===== src/rpRegPkg.sv =====
// Register map, status and error bit positions and drive geometry for the disk drive model
package rpRegPkg;

   // Drive register addresses on the host register port
   localparam logic [4:0] REG_CS1 = 5'd0;
   localparam logic [4:0] REG_DA  = 5'd3;
   localparam logic [4:0] REG_DS  = 5'd5;
   localparam logic [4:0] REG_ER1 = 5'd6;
   localparam logic [4:0] REG_DC  = 5'd12;

   // Drive status bit positions
   localparam int DS_ATA = 15;
   localparam int DS_ERR = 14;
   localparam int DS_PIP = 13;
   localparam int DS_MOL = 12;
   localparam int DS_WRL = 11;
   localparam int DS_LST = 10;
   localparam int DS_PGM = 9;
   localparam int DS_DPR = 8;
   localparam int DS_DRY = 7;
   localparam int DS_VV  = 6;

   // Error register 1 bit positions
   localparam int ER1_ILF = 0;
   localparam int ER1_RMR = 2;
   localparam int ER1_IAE = 10;
   localparam int ER1_WLE = 11;

   // RP06 geometry, cylinders, tracks per cylinder, sectors per track
   localparam int NUM_CYL = 815;
   localparam int NUM_TRK = 19;
   localparam int NUM_SEC = 20;

endpackage


===== src/rpFuncPkg.sv =====
// Drive function codes from CS1 and positioning timing shared by the function decoder and sequencer
package rpFuncPkg;

   ////////////////////////////////////////
   // Function codes, CS1 bits 5 to 1
   ////////////////////////////////////////

   typedef enum logic [4:0] {
      FN_NOP    = 5'd0,
      FN_SEEK   = 5'd2,
      FN_RECAL  = 5'd3,
      FN_DRVCLR = 5'd4,
      FN_PRESET = 5'd8,
      FN_PAKACK = 5'd9,
      FN_SEARCH = 5'd12,
      FN_WRITE  = 5'd24,
      FN_READ   = 5'd28
   } rpFuncT;

   ////////////////////////////////////////
   // Timing
   ////////////////////////////////////////

   // Fixed head positioning time in clocks
   localparam int SEEK_CYCLES = 16;

endpackage


===== src/rpFunc.sv =====
// Function decoder, turns a CS1 write with GO into registered function and error pulses
`timescale 1ns/1ps

module rpFunc (
   input  logic        clk,
   input  logic        rst,
   input  logic [4:0]  regAddr,
   input  logic [15:0] regWrData,
   input  logic        regWrite,
   input  logic        dry,
   input  logic        addrBad,
   input  logic        writeProtect,
   output logic        fnSeek,
   output logic        fnXfer,
   output logic        fnDrvClr,
   output logic        fnPreset,
   output logic        fnPakAck,
   output logic        setIlf,
   output logic        setRmr,
   output logic        setIae,
   output logic        setWle
);
   import rpRegPkg::*;
   import rpFuncPkg::*;

   logic   goWrite;
   rpFuncT fnCode;
   logic   nSeek;
   logic   nXfer;
   logic   nDrvClr;
   logic   nPreset;
   logic   nPakAck;
   logic   nIlf;
   logic   nRmr;
   logic   nIae;
   logic   nWle;

   // GO bit is CS1 bit 0
   assign goWrite = regWrite && (regAddr == REG_CS1) && regWrData[0];
   assign fnCode  = rpFuncT'(regWrData[5:1]);

   ////////////////////////////////////////
   // Command decode
   ////////////////////////////////////////

   always_comb
   begin
      nSeek   = 1'b0;
      nXfer   = 1'b0;
      nDrvClr = 1'b0;
      nPreset = 1'b0;
      nPakAck = 1'b0;
      nIlf    = 1'b0;
      nRmr    = 1'b0;
      nIae    = 1'b0;
      nWle    = 1'b0;
      if (goWrite)
      begin
         // Drive clear goes through even while busy
         if (fnCode == FN_DRVCLR)
            nDrvClr = 1'b1;
         // Anything else while busy is refused
         else if (!dry)
            nRmr = 1'b1;
         else
         begin
            case (fnCode)
               FN_NOP:
                  nIlf = 1'b0;
               // Seek class, recal and search share the positioning path
               FN_SEEK, FN_RECAL, FN_SEARCH:
               begin
                  nIae  = addrBad;
                  nSeek = !addrBad;
               end
               FN_READ:
               begin
                  nIae  = addrBad;
                  nXfer = !addrBad;
               end
               // Write also checks the write lock, address error first
               FN_WRITE:
               begin
                  nIae  = addrBad;
                  nWle  = !addrBad && writeProtect;
                  nXfer = !addrBad && !writeProtect;
               end
               FN_PRESET:
                  nPreset = 1'b1;
               FN_PAKACK:
                  nPakAck = 1'b1;
               // Offset, release, unload, write check and unused codes
               default:
                  nIlf = 1'b1;
            endcase
         end
      end
   end

   ////////////////////////////////////////
   // Pulse registers
   ////////////////////////////////////////

   always_ff @(posedge clk or posedge rst)
   begin
      if (rst)
      begin
         fnSeek   <= 1'b0;
         fnXfer   <= 1'b0;
         fnDrvClr <= 1'b0;
         fnPreset <= 1'b0;
         fnPakAck <= 1'b0;
         setIlf   <= 1'b0;
         setRmr   <= 1'b0;
         setIae   <= 1'b0;
         setWle   <= 1'b0;
      end
      else
      begin
         fnSeek   <= nSeek;
         fnXfer   <= nXfer;
         fnDrvClr <= nDrvClr;
         fnPreset <= nPreset;
         fnPakAck <= nPakAck;
         setIlf   <= nIlf;
         setRmr   <= nRmr;
         setIae   <= nIae;
         setWle   <= nWle;
      end
   end

endmodule


===== src/rpAddr.sv =====
// Disk address and desired cylinder registers with range check and per-sector advance
`timescale 1ns/1ps

module rpAddr (
   input  logic        clk,
   input  logic        rst,
   input  logic        clr,
   input  logic [4:0]  regAddr,
   input  logic [15:0] regWrData,
   input  logic        regWrite,
   input  logic        fnPreset,
   input  logic        sectorDone,
   input  logic        xferBusy,
   output logic [15:0] da,
   output logic [15:0] dc,
   output logic        addrBad,
   output logic        setLst,
   output logic        daWrite
);
   import rpRegPkg::*;

   logic [4:0] trk;
   logic [5:0] sec;
   logic [9:0] cyl;
   logic       dcWrite;
   logic       advance;
   logic       lastSec;
   logic       lastTrk;

   // Host write strobes
   assign daWrite = regWrite && (regAddr == REG_DA);
   assign dcWrite = regWrite && (regAddr == REG_DC);

   // Sector done only counts during a transfer
   assign advance = sectorDone && xferBusy;
   assign lastSec = (sec == 6'(NUM_SEC - 1));
   assign lastTrk = (trk == 5'(NUM_TRK - 1));

   // Wrap from last sector of last track, LST sets on the same edge
   assign setLst = advance && lastSec && lastTrk;

   // Any field at or past its limit
   assign addrBad = (cyl >= 10'(NUM_CYL)) || (trk >= 5'(NUM_TRK)) || (sec >= 6'(NUM_SEC));

   // Track in 12:8, sector in 5:0
   assign da = {3'b000, trk, 2'b00, sec};
   assign dc = {6'b000000, cyl};

   ////////////////////////////////////////
   // Track and sector
   ////////////////////////////////////////

   always_ff @(posedge clk or posedge rst)
   begin
      if (rst)
      begin
         trk <= '0;
         sec <= '0;
      end
      else if (clr || fnPreset)
      begin
         trk <= '0;
         sec <= '0;
      end
      // Host write wins over an advance
      else if (daWrite)
      begin
         trk <= regWrData[12:8];
         sec <= regWrData[5:0];
      end
      else if (advance)
      begin
         if (lastSec)
         begin
            sec <= '0;
            trk <= lastTrk ? 5'd0 : trk + 5'd1;
         end
         else
            sec <= sec + 6'd1;
      end
   end

   ////////////////////////////////////////
   // Cylinder
   ////////////////////////////////////////

   always_ff @(posedge clk or posedge rst)
   begin
      if (rst)
         cyl <= '0;
      else if (clr || fnPreset)
         cyl <= '0;
      else if (dcWrite)
         cyl <= regWrData[9:0];
      // Carry out of the track field
      else if (setLst)
         cyl <= cyl + 10'd1;
   end

endmodule


===== src/rpPosition.sv =====
// Positioning and transfer sequencer, drives PIP, drive ready and the set-attention pulse
`timescale 1ns/1ps

module rpPosition (
   input  logic clk,
   input  logic rst,
   input  logic clr,
   input  logic fnSeek,
   input  logic fnXfer,
   input  logic fnDrvClr,
   input  logic sectorDone,
   output logic pip,
   output logic dry,
   output logic xferBusy,
   output logic setAta
);
   import rpFuncPkg::*;

   localparam int CNT_W = $clog2(SEEK_CYCLES + 1);

   typedef enum logic [1:0] {
      ST_IDLE,
      ST_SEEK,
      ST_XFER
   } posStateT;

   posStateT         state;
   logic [CNT_W-1:0] cnt;
   logic             seekDone;

   // Last positioning cycle
   assign seekDone = (state == ST_SEEK) && (cnt == CNT_W'(1));

   assign pip      = (state == ST_SEEK);
   assign xferBusy = (state == ST_XFER);
   assign dry      = (state == ST_IDLE);

   ////////////////////////////////////////
   // Sequencer FSM
   ////////////////////////////////////////

   always_ff @(posedge clk or posedge rst)
   begin
      if (rst)
      begin
         state  <= ST_IDLE;
         cnt    <= '0;
         setAta <= 1'b0;
      end
      else
      begin
         setAta <= 1'b0;
         // Abort back to idle, no attention
         if (clr || fnDrvClr)
            state <= ST_IDLE;
         else
         begin
            case (state)
               ST_IDLE:
                  if (fnSeek)
                  begin
                     state <= ST_SEEK;
                     cnt   <= CNT_W'(SEEK_CYCLES);
                  end
                  else if (fnXfer)
                     state <= ST_XFER;
               ST_SEEK:
                  if (seekDone)
                  begin
                     state  <= ST_IDLE;
                     setAta <= 1'b1;
                  end
                  else
                     cnt <= cnt - CNT_W'(1);
               // Held busy until the sector finishes
               ST_XFER:
                  if (sectorDone)
                     state <= ST_IDLE;
               default:
                  state <= ST_IDLE;
            endcase
         end
      end
   end

endmodule


===== src/rpEr1.sv =====
// Error register 1, host loadable, with error set pulses and drive clear
`timescale 1ns/1ps

module rpEr1 (
   input  logic        clk,
   input  logic        rst,
   input  logic        clr,
   input  logic [4:0]  regAddr,
   input  logic [15:0] regWrData,
   input  logic        regWrite,
   input  logic        fnDrvClr,
   input  logic        setIlf,
   input  logic        setRmr,
   input  logic        setIae,
   input  logic        setWle,
   output logic [15:0] er1
);
   import rpRegPkg::*;

   logic        er1Write;
   logic [15:0] setBits;
   logic [15:0] loadVal;

   assign er1Write = regWrite && (regAddr == REG_ER1);

   // Error bits raised by the function decoder
   always_comb
   begin
      setBits          = '0;
      setBits[ER1_ILF] = setIlf;
      setBits[ER1_RMR] = setRmr;
      setBits[ER1_IAE] = setIae;
      setBits[ER1_WLE] = setWle;
   end

   // Set bits ORed over the load so a set wins
   assign loadVal = (er1Write ? regWrData : er1) | setBits;

   always_ff @(posedge clk or posedge rst)
   begin
      if (rst)
         er1 <= '0;
      else if (clr || fnDrvClr)
         er1 <= '0;
      else
         er1 <= loadVal;
   end

endmodule


===== src/rpDs.sv =====
// Drive status register, attention, last sector and volume valid flags plus level bits
`timescale 1ns/1ps

module rpDs (
   input  logic        clk,
   input  logic        rst,
   input  logic        clr,
   input  logic        mol,
   input  logic        ataClr,
   input  logic        setLst,
   input  logic        setAta,
   input  logic        cardDetect,
   input  logic        writeProtect,
   input  logic        pip,
   input  logic        dry,
   input  logic        fnDrvClr,
   input  logic        fnPreset,
   input  logic        fnPakAck,
   input  logic        daWrite,
   input  logic [15:0] er1,
   output logic [15:0] ds
);
   import rpRegPkg::*;

   logic dsAta;
   logic dsLst;
   logic dsVv;

   ////////////////////////////////////////
   // Attention
   ////////////////////////////////////////

   always_ff @(posedge clk or posedge rst)
   begin
      if (rst)
         dsAta <= 1'b0;
      else if (clr || ataClr || fnDrvClr)
         dsAta <= 1'b0;
      else if (setAta)
         dsAta <= 1'b1;
   end

   ////////////////////////////////////////
   // Last sector transferred
   ////////////////////////////////////////

   // A new DA from the host drops it
   always_ff @(posedge clk or posedge rst)
   begin
      if (rst)
         dsLst <= 1'b0;
      else if (clr || daWrite)
         dsLst <= 1'b0;
      else if (setLst)
         dsLst <= 1'b1;
   end

   ////////////////////////////////////////
   // Volume valid
   ////////////////////////////////////////

   // Lost as soon as the card is pulled
   always_ff @(posedge clk or posedge rst)
   begin
      if (rst)
         dsVv <= 1'b0;
      else if (clr || !cardDetect)
         dsVv <= 1'b0;
      else if (fnPreset || fnPakAck)
         dsVv <= 1'b1;
   end

   // Register assembly
   always_comb
   begin
      ds         = '0;
      ds[DS_ATA] = dsAta;
      ds[DS_ERR] = |er1;        // composite error, ER1 only
      ds[DS_PIP] = pip;
      ds[DS_MOL] = mol;
      ds[DS_WRL] = writeProtect;
      ds[DS_LST] = dsLst;
      ds[DS_PGM] = 1'b0;
      ds[DS_DPR] = 1'b1;
      ds[DS_DRY] = dry;
      ds[DS_VV]  = dsVv;
   end

endmodule


===== src/rpDrive.sv =====
// Drive top level, connects the register blocks and multiplexes register reads
`timescale 1ns/1ps

module rpDrive (
   input  logic        clk,
   input  logic        rst,
   input  logic [4:0]  regAddr,
   input  logic [15:0] regWrData,
   input  logic        regWrite,
   output logic [15:0] regRdData,
   input  logic        clr,
   input  logic        ataClr,
   input  logic        sectorDone,
   input  logic        mol,
   input  logic        cardDetect,
   input  logic        writeProtect
);
   import rpRegPkg::*;

   logic        fnSeek;
   logic        fnXfer;
   logic        fnDrvClr;
   logic        fnPreset;
   logic        fnPakAck;
   logic        setIlf;
   logic        setRmr;
   logic        setIae;
   logic        setWle;
   logic        addrBad;
   logic        setLst;
   logic        daWrite;
   logic        pip;
   logic        dry;
   logic        xferBusy;
   logic        setAta;
   logic [15:0] da;
   logic [15:0] dc;
   logic [15:0] er1;
   logic [15:0] ds;
   logic [4:0]  cs1Fn;

   // Last function code written to CS1, for readback
   always_ff @(posedge clk or posedge rst)
   begin
      if (rst)
         cs1Fn <= '0;
      else if (regWrite && (regAddr == REG_CS1))
         cs1Fn <= regWrData[5:1];
   end

   ////////////////////////////////////////
   // Blocks
   ////////////////////////////////////////

   rpFunc i_rpFunc (
      .clk(clk), .rst(rst), .regAddr(regAddr), .regWrData(regWrData),
      .regWrite(regWrite), .dry(dry), .addrBad(addrBad),
      .writeProtect(writeProtect), .fnSeek(fnSeek), .fnXfer(fnXfer),
      .fnDrvClr(fnDrvClr), .fnPreset(fnPreset), .fnPakAck(fnPakAck),
      .setIlf(setIlf), .setRmr(setRmr), .setIae(setIae), .setWle(setWle)
   );

   rpAddr i_rpAddr (
      .clk(clk), .rst(rst), .clr(clr), .regAddr(regAddr),
      .regWrData(regWrData), .regWrite(regWrite), .fnPreset(fnPreset),
      .sectorDone(sectorDone), .xferBusy(xferBusy), .da(da), .dc(dc),
      .addrBad(addrBad), .setLst(setLst), .daWrite(daWrite)
   );

   rpPosition i_rpPosition (
      .clk(clk), .rst(rst), .clr(clr), .fnSeek(fnSeek), .fnXfer(fnXfer),
      .fnDrvClr(fnDrvClr), .sectorDone(sectorDone), .pip(pip), .dry(dry),
      .xferBusy(xferBusy), .setAta(setAta)
   );

   rpEr1 i_rpEr1 (
      .clk(clk), .rst(rst), .clr(clr), .regAddr(regAddr),
      .regWrData(regWrData), .regWrite(regWrite), .fnDrvClr(fnDrvClr),
      .setIlf(setIlf), .setRmr(setRmr), .setIae(setIae), .setWle(setWle),
      .er1(er1)
   );

   rpDs i_rpDs (
      .clk(clk), .rst(rst), .clr(clr), .mol(mol), .ataClr(ataClr),
      .setLst(setLst), .setAta(setAta), .cardDetect(cardDetect),
      .writeProtect(writeProtect), .pip(pip), .dry(dry),
      .fnDrvClr(fnDrvClr), .fnPreset(fnPreset), .fnPakAck(fnPakAck),
      .daWrite(daWrite), .er1(er1), .ds(ds)
   );

   ////////////////////////////////////////
   // Read multiplexer
   ////////////////////////////////////////

   always_comb
   begin
      case (regAddr)
         // Ready in bit 7, function in 5:1, GO reads zero
         REG_CS1: regRdData = {8'h00, dry, 1'b0, cs1Fn, 1'b0};
         REG_DA:  regRdData = da;
         REG_DC:  regRdData = dc;
         REG_DS:  regRdData = ds;
         REG_ER1: regRdData = er1;
         default: regRdData = '0;
      endcase
   end

endmodule


===== config.mk =====
export PLATFORM = sky130hd
export DESIGN_NAME = rpDrive
export DESIGN_NICKNAME = d
export VERILOG_FILES = /design/src/rpRegPkg.sv /design/src/rpFuncPkg.sv /design/src/rpFunc.sv /design/src/rpAddr.sv /design/src/rpPosition.sv /design/src/rpEr1.sv /design/src/rpDs.sv /design/src/rpDrive.sv
export SDC_FILE = /design/constraint.sdc
export NUM_CORES = 1
export LEC_CHECK = 0
export BUFFER_PORTS_ARGS = -buffer_cell sky130_fd_sc_hd__buf_4
export CORE_ASPECT_RATIO = 0.7
export CORE_MARGIN = 2
export CORE_UTILIZATION = 35
export CTS_CLUSTER_SIZE = 40
export DETAILED_ROUTE_END_ITERATION = 12
export PLACE_DENSITY = 0.56
export SLEW_MARGIN = 5
export SYNTH_ARGS = -nofsm -noshare
export SYNTH_HDL_FRONTEND = slang
export SYNTH_SLANG_ARGS = --single-unit

===== constraint.sdc =====
create_clock -name clk -period 4.3 [get_ports clk]
set_clock_uncertainty 0.1 [all_clocks]
set_input_delay 0.43 -clock clk [delete_from_list [all_inputs] [get_ports clk]]
set_output_delay 0.43 -clock clk [all_outputs]
set_load 0.03 [all_outputs]

==> metrics.yaml <==
grt_start_max_net_pins: 41
synth_top_family_by_area: "simple AND/OR/NAND/NOR gates"
grt_first_pass_wirelength_um: 18000
globalRouteOverflowTotal: 0
floorplan.core_area_um2: 9760
post_cts.resized_instances: 0
setup_total_negative_slack_ps: 0
drt-vias-per-instance: 5.82
regToRegStartpoint: "i_rpAddr.sec[0]"
power_switching_uw: 340
fp-row-count: 30
yosys-mux-area-fraction_pct: 1.53
number_of_vias_in_the_routed_layout: 3261
pwr-share-comb_pct: 8.0
maxClockFrequency_mhz: 385
cts_setup_buffers: 0
ys_async_sr_fraction_pct: 100
chipWidth_um: 124
dieArea_um2: 10900
power.density_nw_per_um2: 343
synth.distinct_cells: 54
clock-sinks: 62
antenna_found_initial: 0
synth_largest_area_cell: "sky130_fd_sc_hd__dfrtp_1"
p_seq_share_pct: 42.7
fillers: 962
detail_route.wirelength_um: 11500
routed.top_layer: "met4"
synth_top_cell_area_share_pct: 44.0
cts-hold-fix-buffers: 0
tightestPinTransition_ps: 1190
clock_power_share_pct: 49.2
timing.rr.end: "i_rpAddr.cyl[8]"
synth_simple_gate_area_share_pct: 23.9
ys_top_cells_by_area: "sky130_fd_sc_hd__dfrtp_1 44%, sky130_fd_sc_hd__a21oi_1 5.1%, sky130_fd_sc_hd__o21ai_0 4.3%"
finalCritPeriodShare_pct: 60.5
place.gp.congestion: 0.897
hold_violations: 0
cts_tree: "yes"
ir_drop_mv: 0.141
met3_wire_length_um: 1030
io_pins: 46
dp_hpwl_um: 8260
worst_setup_path_startpoint: "regAddr[4]"
clk_root_buffer_cell: "sky130_fd_sc_hd__clkbuf_16"
drt-met1-wl_um: 5720
power.static_leakage_uw: 0.00190
synth_top_flop_cell: "sky130_fd_sc_hd__dfrtp_1"
worst_skew_pair.late_latency_ps: 330
synth.yosys.seq_area_share_pct: 44.0
firstDrtPassIters: 5
area.growth.synth_to_final_pct: 19.9
final_worst_path_period_need_ps: 2600
clock_path_buffers: 2
crit_arrival_ps: 2070
fraction_of_the_mapped_netlist_area_in_compound_gates_pct: 19.2
maxSlewHeadroom_pct: 20.4
final_layout_size_suffix_gt1_share_pct: 17.1
syn-instance-count: 397
setup_slack_reg_to_reg_ps: 1730
detailedRoute.firstIterationViolations: 419
final_core_util_pct: 43.3
route.detailed.wl_per_inst_um: 20.6
initial_utilization_pct: 36.1
maxCapViolCount: 0
antenna_cells: 0
timing.hold.worst.class: "primary input to register"
synth_xor_area_share_pct: 3.73
crit_path_start_kind: "primary input"
first_global_vias: 3130
worstSetupEndpoint: "regRdData[0]"
cts-htree-levels: 3
worst_hold_path.num_cells: 2
power.share.switching_pct: 23.4
synth_enable_flop_cells: 0
endpoint_kind: "output pin"
yosys-top-cells-count: "62 x sky130_fd_sc_hd__dfrtp_1, 38 x sky130_fd_sc_hd__nand2_1, 36 x sky130_fd_sc_hd__a21oi_1"
worstRegToRegCells: 6
outcome: "finished, final reports clean"
synthMostInstantiatedCell: "sky130_fd_sc_hd__dfrtp_1"
synthesis.area_um2: 3520
met2_wire_length_um: 4560
yosysWarningCount: 0
path_clk_slew_ps: 50
final_layout_net_count: 466
drc: 0
groute.usage.overall_pct: 22.5
io_buffers: 45
p_int_uw: 1110
cts_inserted_buffers: 9
grt_setup_unrepaired: "false"
synthesis.nets: 434
finalMaxSlewViolations: 0
report.final.setup_viol: 0
antenna_violating_nets_post_route: 0
die_h_um: 87.9
timing.setup.critical_path_class: "primary input to output pin"
yosys_register_bits: 62
critPathMaxFanout: 17
yosys.area_share.adder_pct: 2.49
synthesis.area_per_instance_um2: 8.87
timing.critical_path.required_ps: 3770
==> registers in the layout, indices dropped and copies added, names as in the netlist, 2 cells and up <==
name and flops:
i_rpAddr.sec 6, i_rpEr1.er1 16, i_rpPosition.state 2, i_rpAddr.trk 5, i_rpAddr.cyl 10, i_rpPosition.cnt 5, cs1Fn 5
==> area by class of cell <==
type                       instances  area, µm²  area share, %
clock buffer                      14        294           6.97
tap                              128        160           3.79
sequential                        62       1550           36.8
inverter                          19       71.3           1.69
timing repair buffer              47        353           8.36
multi-input combinational        290       1790           42.4
==> worst max-delay path: stages <==
cell                       delay (ps)
sky130_fd_sc_hd__buf_4            120
sky130_fd_sc_hd__nor2_1           110
sky130_fd_sc_hd__and4b_1          660
sky130_fd_sc_hd__buf_4            350
sky130_fd_sc_hd__a222oi_1         140
sky130_fd_sc_hd__inv_1            100
sky130_fd_sc_hd__buf_4            160
==> cells by family (layout without fill, tap and decap cells) <==
kind of cell	after synthesis	after routing
xor gates and xnor gates	15	15
adders and majority gates	7	7
AOI/OAI and AO/OA	109	109
muxes	5	5
DFF	62	62
and+or+nand+nor	154	154
buffers and inverters	45	80
==> metrics by stage <==
| step | instances | instance area, µm² | setup slack, ps | total power [µW] | hold slack [ps] |
|---|---|---|---|---|---|
| 6_report | 560 | 4220 | 1700 | 1450 | 162 |
| 5_1_grt | 560 | 4220 | 1610 | 1500 | 164 |
| 4_1_cts | 560 | 4220 | 1720 | 1460 | 159 |
| 3_5_place_dp | 546 | 3930 | 1720 | 745 | 357 |
| 3_3_place_gp | 546 | 3930 | 1770 | 742 | 354 |
| 2_1_floorplan | 397 | 3520 | 2050 | 689 | 343 |
==> per-layer routing <==
metal  vias to the layer above  global-route usage, %
li1                       1506                      -
met1                      1584                   35.1
met2                       148                   30.1
met3                        23                   5.99
met4                         0                   6.84
met5                         -                      0
==> worst min-delay path by stage <==
stage               startpoint              to
4_1_cts                 ataClr    i_rpDs.dsAta
5_1_grt                 ataClr    i_rpDs.dsAta
3_5_place_dp   i_rpFunc.setRmr  i_rpEr1.er1[2]
2_1_floorplan  i_rpFunc.setIlf  i_rpEr1.er1[0]
3_3_place_gp   i_rpFunc.setRmr  i_rpEr1.er1[2]
6_report                ataClr    i_rpDs.dsAta
==> cells in the final DEF (no fill, tap or decap), types with 6 or more instances in the layout <==
cell,count
sky130_fd_sc_hd__a211oi_1,9
sky130_fd_sc_hd__a21oi_1,36
sky130_fd_sc_hd__a222oi_1,6
sky130_fd_sc_hd__a22oi_1,12
sky130_fd_sc_hd__a31oi_1,6
sky130_fd_sc_hd__and3_1,7
sky130_fd_sc_hd__buf_4,47
sky130_fd_sc_hd__clkbuf_16,9
sky130_fd_sc_hd__dfrtp_1,62
sky130_fd_sc_hd__ha_1,7
sky130_fd_sc_hd__inv_1,18
sky130_fd_sc_hd__nand2_1,38
sky130_fd_sc_hd__nand3_1,19
sky130_fd_sc_hd__nand4_1,8
sky130_fd_sc_hd__nor2_1,27
sky130_fd_sc_hd__nor3_1,10
sky130_fd_sc_hd__nor4_1,9
sky130_fd_sc_hd__o21ai_0,30
sky130_fd_sc_hd__xor2_1,10
==> power groups by stage <==
stage               clock, µW  sequential, µW  combinational [µW]
finish                    713             619                 117
detailed placement          0             628                 117
floorplan                   0             622                66.8
global route              745             620                 130
CTS                       721             618                 118
global placement            0             627                 115
Power figures use the tool's default switching activity.
